## src/logic/core_defines.svh

```systemverilog
`ifndef CORE_DEFINES_SVH
`define CORE_DEFINES_SVH

// Data path and address width
`define CORE_XLEN 32

// Architectural integer registers, r0 hardwired to zero
`define CORE_NUM_REGS 32

// Instructions returned by one memory answer
`define CORE_FETCH_WIDTH 2

// Instruction buffer slots, power of two
`define CORE_IB_DEPTH 8

// Boot address of the LA32R core
`define CORE_RESET_PC 32'h1c000000

`endif

```

## src/logic/core_pkg.sv

```systemverilog
`include "core_defines.svh"

package core_pkg;

    // Instruction fetch address
    typedef logic [`CORE_XLEN-1:0] addr_t;

    // LA32R encodings are always one word
    typedef logic [31:0] instr_t;

    // Register file value
    typedef logic [`CORE_XLEN-1:0] data_t;

    // Register number, rd / rj / rk fields
    typedef logic [$clog2(`CORE_NUM_REGS)-1:0] reg_idx_t;

    // One memory answer, lower word at the even word address
    typedef logic [`CORE_FETCH_WIDTH*32-1:0] fetch_pair_t;

    // Instruction buffer slot
    typedef struct packed {
        logic   valid;  // Slot carries an instruction on the fetch path
        addr_t  pc;
        instr_t instr;
    } ib_entry_t;

endpackage

```

## src/logic/fetch_unit.sv

```systemverilog
`timescale 1ns/1ps
`include "core_defines.svh"

module fetch_unit
    import core_pkg::*;
(
    input  logic                              clk,
    input  logic                              rst_n_i,
    input  logic                              imem_valid_i,
    input  fetch_pair_t                       imem_data_i,
    input  logic                              ib_stall_i,
    input  logic                              redirect_i,
    input  addr_t                             redirect_pc_i,
    output logic                              imem_req_o,
    output addr_t                             imem_addr_o,
    output logic                              fetch_valid_o,
    output ib_entry_t [`CORE_FETCH_WIDTH-1:0] fetch_entries_o
);

    localparam int PAIR_BYTES = `CORE_FETCH_WIDTH * 4;
    localparam int PAIR_LSB   = $clog2(PAIR_BYTES);
    localparam int WORD_LSB   = 2;

    addr_t pc_q;           // Next instruction on the fetch path
    addr_t pair_base;
    logic  req_q;
    logic  outstanding_q;  // Memory still owes an answer
    logic  stale_q;        // That answer belongs to a path left by a redirect
    logic  issue;
    logic  data_ok;

    assign pair_base = {pc_q[`CORE_XLEN-1:PAIR_LSB], {PAIR_LSB{1'b0}}};

    // One request in flight, and only with room for a full pair
    assign issue   = !req_q && !outstanding_q && !ib_stall_i && !redirect_i;
    assign data_ok = imem_valid_i && !stale_q && !redirect_i;

    always_ff @(posedge clk or negedge rst_n_i) begin
        if (!rst_n_i) begin
            pc_q          <= `CORE_RESET_PC;
            req_q         <= 1'b0;
            outstanding_q <= 1'b0;
            stale_q       <= 1'b0;
        end else begin
            req_q <= issue;

            if (req_q) begin
                outstanding_q <= 1'b1;
            end else if (imem_valid_i) begin
                outstanding_q <= 1'b0;
            end

            if (redirect_i) begin
                pc_q    <= redirect_pc_i;
                // Anything already requested is now off path
                stale_q <= req_q || (outstanding_q && !imem_valid_i);
            end else if (imem_valid_i) begin
                stale_q <= 1'b0;
                if (!stale_q) begin
                    pc_q <= pair_base + addr_t'(PAIR_BYTES);  // Next pair boundary
                end
            end
        end
    end

    // Entries are built straight from the memory answer
    always_comb begin
        for (int i = 0; i < `CORE_FETCH_WIDTH; i++) begin
            fetch_entries_o[i].pc    = pair_base + addr_t'(4 * i);
            fetch_entries_o[i].instr = imem_data_i[32*i +: 32];
            // Words below the pc are skipped by an odd-word target
            fetch_entries_o[i].valid = data_ok &&
                                       (int'(pc_q[PAIR_LSB-1:WORD_LSB]) <= i);
        end
    end

    assign fetch_valid_o = data_ok;
    assign imem_req_o    = req_q;
    assign imem_addr_o   = pair_base;  // pc_q holds still while the request is pending

    // Memory may only answer the single pending request
    a_answer_pending : assert property (
        @(posedge clk) disable iff (!rst_n_i)
        imem_valid_i |-> outstanding_q
    ) else $error("instruction memory answered with no request outstanding");

endmodule

```

## src/logic/instr_buffer.sv

```systemverilog
`timescale 1ns/1ps
`include "core_defines.svh"

module instr_buffer
    import core_pkg::*;
(
    input  logic                              clk,
    input  logic                              rst_n_i,
    input  logic                              fetch_valid_i,
    input  ib_entry_t [`CORE_FETCH_WIDTH-1:0] fetch_entries_i,
    input  logic                              ib_accept_i,
    input  logic                              flush_i,
    output logic                              ib_stall_o,
    output logic                              ib_valid_o,
    output ib_entry_t                         ib_entry_o
);

    localparam int DEPTH = `CORE_IB_DEPTH;
    localparam int PTR_W = $clog2(DEPTH);

    typedef logic [PTR_W-1:0] ptr_t;
    typedef logic [PTR_W:0]   cnt_t;

    ib_entry_t mem_q [DEPTH];
    ptr_t      wr_ptr_q;
    ptr_t      rd_ptr_q;
    cnt_t      count_q;
    cnt_t      wr_cnt;                       // Valid slots in this fetch
    ptr_t      wr_idx [`CORE_FETCH_WIDTH];   // Target slot per fetch lane

    // Valid lanes are packed in lane order
    always_comb begin
        wr_cnt = '0;
        for (int i = 0; i < `CORE_FETCH_WIDTH; i++) begin
            wr_idx[i] = wr_ptr_q + ptr_t'(wr_cnt);
            if (fetch_valid_i && fetch_entries_i[i].valid) begin
                wr_cnt = wr_cnt + cnt_t'(1);
            end
        end
    end

    always_ff @(posedge clk) begin
        for (int i = 0; i < `CORE_FETCH_WIDTH; i++) begin
            if (fetch_valid_i && fetch_entries_i[i].valid && !flush_i) begin
                mem_q[wr_idx[i]] <= fetch_entries_i[i];
            end
        end
    end

    always_ff @(posedge clk or negedge rst_n_i) begin
        if (!rst_n_i) begin
            wr_ptr_q <= '0;
            rd_ptr_q <= '0;
            count_q  <= '0;
        end else if (flush_i) begin
            // Redirect drops everything, including this cycle's fetch
            wr_ptr_q <= '0;
            rd_ptr_q <= '0;
            count_q  <= '0;
        end else begin
            wr_ptr_q <= wr_ptr_q + ptr_t'(wr_cnt);
            rd_ptr_q <= rd_ptr_q + ptr_t'(ib_accept_i);
            count_q  <= count_q + wr_cnt - cnt_t'(ib_accept_i);
        end
    end

    assign ib_valid_o = (count_q != '0);

    // Keep room for the pair that may already be in flight
    assign ib_stall_o = count_q > cnt_t'(DEPTH - `CORE_FETCH_WIDTH);

    always_comb begin
        ib_entry_o       = mem_q[rd_ptr_q];
        ib_entry_o.valid = ib_valid_o;
    end

    a_no_overflow : assert property (
        @(posedge clk) disable iff (!rst_n_i)
        count_q <= cnt_t'(DEPTH)
    ) else $error("instruction buffer overflow");

    a_no_underflow : assert property (
        @(posedge clk) disable iff (!rst_n_i)
        ib_accept_i |-> ib_valid_o
    ) else $error("instruction accepted from an empty buffer");

endmodule

```

## src/logic/commit_unit.sv

```systemverilog
`timescale 1ns/1ps
`include "core_defines.svh"

module commit_unit
    import core_pkg::*;
(
    input  logic      clk,
    input  logic      rst_n_i,
    input  logic      ib_valid_i,
    input  ib_entry_t ib_entry_i,
    output logic      ib_accept_o,
    output logic      redirect_o,
    output addr_t     redirect_pc_o,
    output logic      dbg_wb_valid_o,
    output addr_t     dbg_wb_pc_o,
    output logic      dbg_wb_wen_o,
    output reg_idx_t  dbg_wb_wnum_o,
    output data_t     dbg_wb_wdata_o
);

    // LA32R major opcodes, each compared on its own field width
    localparam logic [9:0]  OP_ADDI_W  = 10'b0000001010;        // [31:22]
    localparam logic [16:0] OP_ADD_W   = 17'b00000000000100000; // [31:15]
    localparam logic [6:0]  OP_LU12I_W = 7'b0001010;            // [31:25]
    localparam logic [5:0]  OP_B       = 6'b010100;             // [31:26]

    instr_t   instr;
    reg_idx_t rd;
    reg_idx_t rj;
    reg_idx_t rk;
    data_t    rj_data;
    data_t    rk_data;
    data_t    imm_si12;
    data_t    imm_lu12i;
    addr_t    br_offs;
    logic     is_addi;
    logic     is_add;
    logic     is_lu12i;
    logic     is_b;
    logic     wr_op;
    logic     retire;
    logic     rf_we;
    data_t    result;
    data_t    regs_q [`CORE_NUM_REGS];

    assign instr = ib_entry_i.instr;
    assign rd    = instr[4:0];
    assign rj    = instr[9:5];
    assign rk    = instr[14:10];

    assign is_addi  = (instr[31:22] == OP_ADDI_W);
    assign is_add   = (instr[31:15] == OP_ADD_W);
    assign is_lu12i = (instr[31:25] == OP_LU12I_W);
    assign is_b     = (instr[31:26] == OP_B);
    assign wr_op    = is_addi || is_add || is_lu12i;  // Unknown encodings fall through as no-ops

    assign imm_si12  = {{(`CORE_XLEN-12){instr[21]}}, instr[21:10]};
    assign imm_lu12i = {instr[24:5], 12'h000};
    // offs26 is split, high part sits in [9:0]
    assign br_offs   = {{(`CORE_XLEN-28){instr[9]}}, instr[9:0], instr[25:10], 2'b00};

    // r0 reads as zero
    assign rj_data = (rj == '0) ? '0 : regs_q[rj];
    assign rk_data = (rk == '0) ? '0 : regs_q[rk];

    always_comb begin
        result = '0;
        if (is_addi) begin
            result = rj_data + imm_si12;
        end else if (is_add) begin
            result = rj_data + rk_data;
        end else if (is_lu12i) begin
            result = imm_lu12i;
        end
    end

    // One instruction per cycle, whenever the buffer has one
    assign ib_accept_o = ib_valid_i;
    assign retire      = ib_valid_i && ib_entry_i.valid;
    assign rf_we       = retire && wr_op && (rd != '0);

    assign redirect_o    = retire && is_b;
    assign redirect_pc_o = ib_entry_i.pc + br_offs;

    always_ff @(posedge clk or negedge rst_n_i) begin
        if (!rst_n_i) begin
            for (int i = 0; i < `CORE_NUM_REGS; i++) begin
                regs_q[i] <= '0;
            end
        end else if (rf_we) begin
            regs_q[rd] <= result;  // Next instruction sees it, no bypass needed
        end
    end

    // Debug writeback, one cycle behind the accept
    always_ff @(posedge clk or negedge rst_n_i) begin
        if (!rst_n_i) begin
            dbg_wb_valid_o <= 1'b0;
            dbg_wb_wen_o   <= 1'b0;
        end else begin
            dbg_wb_valid_o <= retire;
            dbg_wb_wen_o   <= rf_we;
        end
    end

    always_ff @(posedge clk) begin
        if (retire) begin
            dbg_wb_pc_o    <= ib_entry_i.pc;
            dbg_wb_wnum_o  <= wr_op ? rd : '0;
            dbg_wb_wdata_o <= result;
        end
    end

    // Target feeds both fetch and buffer flush
    a_redirect_aligned : assert property (
        @(posedge clk) disable iff (!rst_n_i)
        redirect_o |-> (redirect_pc_o[1:0] == 2'b00)
    ) else $error("branch target is not word aligned");

endmodule

```

## src/logic/core_top.sv

```systemverilog
`timescale 1ns/1ps
`include "core_defines.svh"

module core_top
    import core_pkg::*;
(
    input  logic        clk,
    input  logic        rst_n_i,
    output logic        imem_req_o,
    output addr_t       imem_addr_o,
    input  logic        imem_valid_i,
    input  fetch_pair_t imem_data_i,
    output logic        dbg_wb_valid_o,
    output addr_t       dbg_wb_pc_o,
    output logic        dbg_wb_wen_o,
    output reg_idx_t    dbg_wb_wnum_o,
    output data_t       dbg_wb_wdata_o
);

    // Fetch to buffer
    logic                              fetch_valid;
    ib_entry_t [`CORE_FETCH_WIDTH-1:0] fetch_entries;
    logic                              ib_stall;

    // Buffer to commit
    logic      ib_valid;
    ib_entry_t ib_entry;
    logic      ib_accept;

    // Taken branch, also flushes the buffer
    logic  redirect;
    addr_t redirect_pc;

    fetch_unit u_fetch (
        .clk            (clk),
        .rst_n_i        (rst_n_i),
        .imem_valid_i   (imem_valid_i),
        .imem_data_i    (imem_data_i),
        .ib_stall_i     (ib_stall),
        .redirect_i     (redirect),
        .redirect_pc_i  (redirect_pc),
        .imem_req_o     (imem_req_o),
        .imem_addr_o    (imem_addr_o),
        .fetch_valid_o  (fetch_valid),
        .fetch_entries_o(fetch_entries)
    );

    instr_buffer u_ib (
        .clk            (clk),
        .rst_n_i        (rst_n_i),
        .fetch_valid_i  (fetch_valid),
        .fetch_entries_i(fetch_entries),
        .ib_accept_i    (ib_accept),
        .flush_i        (redirect),
        .ib_stall_o     (ib_stall),
        .ib_valid_o     (ib_valid),
        .ib_entry_o     (ib_entry)
    );

    commit_unit u_commit (
        .clk           (clk),
        .rst_n_i       (rst_n_i),
        .ib_valid_i    (ib_valid),
        .ib_entry_i    (ib_entry),
        .ib_accept_o   (ib_accept),
        .redirect_o    (redirect),
        .redirect_pc_o (redirect_pc),
        .dbg_wb_valid_o(dbg_wb_valid_o),
        .dbg_wb_pc_o   (dbg_wb_pc_o),
        .dbg_wb_wen_o  (dbg_wb_wen_o),
        .dbg_wb_wnum_o (dbg_wb_wnum_o),
        .dbg_wb_wdata_o(dbg_wb_wdata_o)
    );

endmodule

```

## config.mk

```make
export PLATFORM = sky130hd
export DESIGN_NAME = core_top
export DESIGN_NICKNAME = d
export VERILOG_FILES = /design/src/logic/core_pkg.sv /design/src/logic/fetch_unit.sv /design/src/logic/instr_buffer.sv /design/src/logic/commit_unit.sv /design/src/logic/core_top.sv
export VERILOG_INCLUDE_DIRS = /design/src /design/src/logic
export SDC_FILE = /design/constraint.sdc
export NUM_CORES = 2
export LEC_CHECK = 0
export BUFFER_PORTS_ARGS = -buffer_cell sky130_fd_sc_hd__buf_4
export CORE_ASPECT_RATIO = 1.1
export CORE_MARGIN = 2
export CORE_UTILIZATION = 50
export DETAILED_ROUTE_END_ITERATION = 8
export PLACE_DENSITY = 0.67
export SLEW_MARGIN = 10
export SYNTH_ARGS = -nofsm -noshare
export SYNTH_HDL_FRONTEND = slang
export SYNTH_SLANG_ARGS = --single-unit
```

## constraint.sdc

```tcl
create_clock -name clk -period 7.75 [get_ports clk]
set_input_delay 1.55 -clock clk [delete_from_list [all_inputs] [get_ports clk]]
set_output_delay 1.55 -clock clk [all_outputs]
set_load 0.02 [all_outputs]
```

**After elaboration in Yosys (flattened, before gate mapping)**

Memory sizes are Yosys's and may differ from the RTL's.
Index checks and enable logic that the tools add are counted.
W data, S select, Z words.

- Logic and storage cells: 129
- RAM bits: 520
- Memories: 1
- Bits in registers: 1140

Memory list:

| memory | depth | width | rd ports | clocked after Yosys merged registers in | wr ports | line | text |
|---|---|---|---|---|---|---|---|
| u_ib.mem_q | 8 | 65 | 1 | 0 | 2 | instr_buffer.sv:24 | `ib_entry_t mem_q [DEPTH];` |

- Muxes and demuxes: 29
- Eq/ne operators: 5
- Order comparisons: 6
- Reduce and logical (&&, ||, !) cells: 30
- Bitwise gates (word level): 3
- $add $sub $neg: 11

Operators with widths:

| kind | count |
|---|---|
| $bwmux W1024 | 1 |
| $mux W32 | 13 |
| $bmux W32 S5 | 2 |
| $demux W32 S5 | 1 |
| $add A32 B32 Y32 | 3 |
| $add A32 B3 Y32 const B | 1 |
| $add A32 B4 Y32 const B | 1 |
| $ge A6 B6 Y1 const B | 3 |
| $not A5 Y6 | 3 |
| $eq A17 B6 Y1 const B | 1 |
| $logic_and A1 B1 Y1 | 14 |
| $eq A10 B4 Y1 const B | 1 |
| $logic_not A5 Y1 | 2 |
| $mux W1 | 8 |
| $mux W4 | 2 |
| $eq A7 B4 Y1 const B | 1 |
| $add A3 B1 Y3 | 2 |
| $eq A6 B5 Y1 const B | 1 |
| $logic_not A1 Y1 | 6 |
| $lt A6 B1 Y1 const B | 1 |
| $mux W3 | 2 |
| $reduce_bool A5 Y1 | 1 |
| $add A4 B4 Y4 | 1 |
| $gt A4 B3 Y1 const B | 1 |
| other kinds (9) | 12 |

**Logic depth before layout (Yosys ltp)**

An unclocked memory read counts as a cell.

- Word-level depth: 13
- Gate-level depth with buffers: 38
- Depth with buffers taken out: 26

**Hierarchy**

Synthesis repeated with hierarchy kept, for this count alone.

- Cells, all modules: 7520
- Area, all modules: 90849.6 um2

Modules (own cells, without submodules):

| module | times used | area an instance (um2) | cells an instance |
|---|---|---|---|
| commit_unit | 1 | 61557.8 | 5744 |
| instr_buffer | 1 | 26173.9 | 1400 |
| fetch_unit | 1 | 3118.0 | 376 |

**Least setup slack after synthesis**

Ideal clock, no wire load.

- Kind: flip-flop to flip-flop
- From: register u_ib.rd_ptr_q[0]
- To: register u_commit.dbg_wb_wdata_o[28] (data pin)
- Required time: 7.482 ns
- Period minus slack after synthesis: 8.021 ns
- Arrival time: 7.753 ns
- Stages on the path, launching flop included: 37
- Buffers on the path: 14
- Path slack: -0.271 ns
- Cells stage by stage: dfrtp_1 buf_6 buf_6 mux2i_1 mux4_2 clkinv_2 buf_6 buf_2 buf_2 buf_2 buf_2 buf_2 clkbuf_1 clkbuf_1 buf_1 clkbuf_1 clkbuf_1 nand2_1 a31oi_1 a31oi_1 nor2_1 ha_1 inv_1 fa_1 inv_1 a21oi_1 o21a_1 o41ai_1 a41oi_1 o31ai_1 o21ai_1 a41oi_1 a31oi_1 xnor2_1 a22oi_1 clkbuf_1 nand2_1

- Longest elaborated chain between the ends: 9
- Elaborated cells between the ends (all ways): 21

RTL lines:

| item | line | text |
|---|---|---|
| start: declaration | instr_buffer.sv:26 | `ptr_t rd_ptr_q;` |
| start signal: assignment | instr_buffer.sv:62 | `rd_ptr_q <= rd_ptr_q + ptr_t'(ib_accept_i);` |
| $mem_v2 Z8 W65 (*) | -- |  |
| $not A5 Y6 (on tied branches) | commit_unit.sv:63, commit_unit.sv:64 |  |
| $bmux W32 S5 (on tied branches) | commit_unit.sv:63, commit_unit.sv:64 |  |
| $mux W32 (on tied branches) (3 in a row) | commit_unit.sv:63, commit_unit.sv:64 |  |
| $add A32 B32 Y32 | commit_unit.sv:71 | `result = rj_data + rk_data;` |
| $mux W32 | commit_unit.sv:70 | `end else if (is_add) begin` |
| $mux W32 (*) | commit_unit.sv:68 | `if (is_addi) begin` |
| via u_commit.result[28] | commit_unit.sv:43 | `data_t result;` |
| end signal: assignment | commit_unit.sv:110 | `dbg_wb_wdata_o <= result;` |
| end: declaration | commit_unit.sv:18 | `output data_t dbg_wb_wdata_o` |

Mark *: on every way through the listed nets, which the timed path passes. The rest lies on a longest branch. The select of a mux whose other input is x is not followed.
A chain may end at the register's enable or synchronous reset.

**Worst setup path in the final report**

- From: register u_ib.rd_ptr_q[0]
- To: register u_commit.regs_q[794] (netlist bit)

- Longest elaborated chain between the ends: 10
- Elaborated cells between the ends (all ways): 33

RTL lines:

| item | line | text |
|---|---|---|
| $mem_v2 Z8 W65 (*) | -- |  |
| $not A5 Y6 (on tied branches) | commit_unit.sv:63, commit_unit.sv:64 |  |
| $bmux W32 S5 (on tied branches) | commit_unit.sv:63, commit_unit.sv:64 |  |
| $mux W32 (on tied branches) (3 in a row) | commit_unit.sv:63, commit_unit.sv:64 |  |
| $add A32 B32 Y32 | commit_unit.sv:71 |  |
| $mux W32 | commit_unit.sv:70 |  |
| $mux W32 | commit_unit.sv:68 |  |
| $bwmux W1024 | commit_unit.sv:91 | `regs_q[rd] <= result;` |
| end signal: indexed assignment | commit_unit.sv:91 |  |
| end: declaration | commit_unit.sv:44 | `` data_t regs_q [`CORE_NUM_REGS]; `` |

Mark *: on every way between the ends. The rest lies on a longest branch, timed or not. The select of a mux whose other input is x is not followed.

==> impl_metrics.json <==
{
  "place_area_um2": 93500,
  "detail_route.wl_per_cell_um": 27.7,
  "min_from": "u_commit.regs_q[1017]",
  "dr.pass1.iters": 8,
  "worst_pin_slew_ps": 1330,
  "clk_latency_ps": 870,
  "clockBufferDepth": 3,
  "startpoint": "u_ib.rd_ptr_q[0]",
  "synth_most_common_cell": "nand2_1",
  "nets": 9684,
  "coreArea_um2": 177000,
  "hold_class": "reg2reg",
  "io_pins": 171,
  "async_reset_ff_frac": 0.655,
  "avgSynthCellArea_um2": 9.11,
  "cp.required_ps": 8420,
  "antenna_found_initial": 26,
  "slowest_delay_ps": 660,
  "place.gp.congestion": 0.989,
  "avgViaCountPerCell": 6.46,
  "relSlewSlack": 0.113,
  "cts_hold_buf": 0,
  "final_area_um2": 99600,
  "yosysTopAreaCellShare": 0.300,
  "synth_edf_count": 555,
  "maxCapViolCount": 0,
  "grt_max_degree": 170,
  "cts-buffers-inserted": 176,
  "pre_cts_ws_ps": 25.9,
  "period_needed_ps": 7570,
  "path_class": "reg2reg",
  "area_delta_synth_final_pct": 12.1,
  "rsz0062_at_grt": "false",
  "drv_slew": 0,
  "die_w_um": 406,
  "synth.distinct_cells": 97,
  "clock_skew_ps": 47.2,
  "synthTopCellsByCount": "nand2_1, dfrtp_1, o21ai_0, nand3_1, clkbuf_1",
  "r2r-start": "u_ib.rd_ptr_q[0]",
  "clock-sinks": 1631,
  "crit_fanout": 23,
  "root_buffer": "clkbuf_16",
  "final_cells": 12100,
  "fin_crit_sh": 0.976,
  "outcome": "completed",
  "drt-initial-drc-count": 10600,
  "drive_gt1_frac": 0.131,
  "port_buffers": 165,
  "synth_area_um2": 88800,
  "path_clk_slew_ps": 60,
  "synth.area.top_cells": "dfrtp_1, edfxtp_1, nand2_1",
  "die-area_um2": 181000,
  "end_kind": "flip-flop",
  "grt_overflow": 0,
  "routed-via-count": 78000,
  "ys_warn_count": 0,
  "die-height_um": 446,
  "crit_arrival_ps": 8240,
  "place_inst": 11700,
  "hold_viol": 0,
  "initial_core_util": 0.502,
  "ant_nets": 0,
  "fmax_ghz": 0.132,
  "track_usage": 0.364,
  "wl_um": 334000,
  "cts_max_level": 4,
  "worstPathCellList": "buf_4 -> nor2b_1 -> a22oi_2 -> nand2_4 -> clkinv_2 -> mux2i_1 -> mux2i_1 -> mux2_2 -> a311oi_2 -> inv_1 -> ha_1 -> a21oi_1 -> maj3_1 -> o2111ai_1 -> o21ai_1 -> nor3_4 -> a211oi_1 -> nor3_2 -> a221o_1 -> xor2_1 -> a222oi_1 -> buf_4 -> buf_12 -> o21ai_0",
  "synth.largest_area_cell": "dfrtp_1",
  "synth_seq_area_share": 0.490,
  "grt_pass1_vias": 74600,
  "grt_pass1_wl_um": 490000,
  "cts_tree": "built",
  "hpwl_um": 203000,
  "drcViolationCount": 0,
  "core.rowCount": 162,
  "cp-start-kind": "flip-flop",
  "synthFlopType": "dfrtp_1",
  "ys_ff_latch": 1631,
  "timing.critical_path.slowest_stage_cell": "a222oi_1",
  "setup_violations": 0,
  "setup-tns-final_ps": 0,
  "syn-instance-count": 9754,
  "setup_ws_ps": 183
}
placed cells by master, fill, tap and decap left out, types with 16 or more instances in the layout:
| master | instances |
|---|---|
| a31oi_1 | 140 |
| nand2_2 | 31 |
| and3_1 | 141 |
| clkinv_2 | 37 |
| and2_1 | 132 |
| clkbuf_8 | 24 |
| a32oi_1 | 22 |
| inv_1 | 99 |
| dfrtp_1 | 1062 |
| mux2_2 | 112 |
| mux2i_1 | 234 |
| nor2_1 | 324 |
| xor2_1 | 47 |
| buf_12 | 63 |
| a21o_1 | 40 |
| a311o_1 | 22 |
| nor4_1 | 16 |
| nor2b_1 | 131 |
| o21ai_0 | 795 |
| edfxtp_1 | 555 |
| nand4_1 | 41 |
| buf_4 | 508 |
| xnor2_1 | 84 |
| o31ai_1 | 20 |
| nor3_1 | 42 |
| o21ai_1 | 32 |
| a311oi_1 | 180 |
| a211oi_1 | 19 |
| clkbuf_1 | 30 |
| ha_1 | 75 |
| nand2_1 | 2664 |
| mux4_2 | 143 |
| a22o_1 | 258 |
| nand2b_1 | 17 |
| clkbuf_16 | 184 |
| nand3_1 | 731 |
| clkinv_1 | 27 |
| a21oi_1 | 235 |
metal layers:
layer  vias up  GRT usage  wire (um)
met5         -          0        181
met4        26      0.227      23100
met3      1182     0.0994      38700
met2      5016      0.555     148000
met1     37900      0.460     124000
li1      33800          -          -
area by class of cell:
class	count	area [um2]
sequential	1631	43600
fill	15500	77300
clock buffer	237	5020
clock inverter	92	947
timing repair buffer	577	5180
multi-input combinational	7034	41400
inverter	117	499
tap	2378	2980
antenna	12	30.0
state kept, by name, indices dropped and copies added (netlist names), 3 cells and up:
register                 flops
u_commit.dbg_wb_wdata_o     32
u_commit.dbg_wb_pc_o        30
u_ib.wr_ptr_q                3
u_commit.dbg_wb_wnum_o       5
u_ib.mem_q                 496
u_ib.count_q                 4
u_fetch.pc_q                30
u_ib.rd_ptr_q                3
u_commit.regs_q           1023
critical path: cells and delay by family, from the launching register on:
family / cells / cell delay (ps)
adder cells (fa/ha/maj): 2 / 790
multiplexers: 3 / 650
XOR/XNOR: 1 / 80
AND/OR/NAND/NOR: 4 / 1180
buffers and inverters: 5 / 1340
flip-flops: 1 / 590
AO/OA/AOI/OAI: 9 / 2730
final timing paths:
path	to	cells past startpoint	slack, ps
worst min-delay path	u_commit.regs_q[1017]	0	380
min in group asynchronous	u_fetch.pc_q[15]	1	690
worst max register to register	u_commit.regs_q[794]	24	180
worst max-delay path	u_commit.regs_q[794]	24	180
max in group asynchronous	u_commit.regs_q[478]	3	5060
worst min register to register	u_commit.regs_q[1017]	0	380
metrics by stage:
stage / hold WS, ps / utilization
floorplan: 411 / -
global placement: 364 / 0.528
detailed placement: 365 / 0.528
CTS: 378 / 0.562
global route: 392 / 0.563
finish: 381 / 0.563
timing repair:
item / CTS / global route
hold endpoints to repair: 0 / 0
buffers inserted: 0 / 4
pin swaps: 0 / 2
gates resized for setup: 1 / 8
endpoints found under the setup margin: 20 / 73
cell families (layout without fill, tap and decap cells):
| family | Yosys count | after routing | synth area share |
|---|---|---|---|
| xor gates and xnor gates | 132 | 132 | 0.0132 |
| adders and majority gates | 86 | 86 | 0.0124 |
| muxes | 500 | 500 | 0.0788 |
| DFF | 1631 | 1631 | 0.490 |
| other | 1 | 17 | 0.0000422 |
| and+or+nand+nor | 4348 | 4348 | 0.211 |
| buffers and inverters | 1093 | 1023 | 0.0510 |
| AOI/OAI and AO/OA | 1963 | 1963 | 0.144 |
Power is not shown: default switching activity piles up to over one toggle a cycle in this logic, so the estimate is an artifact.
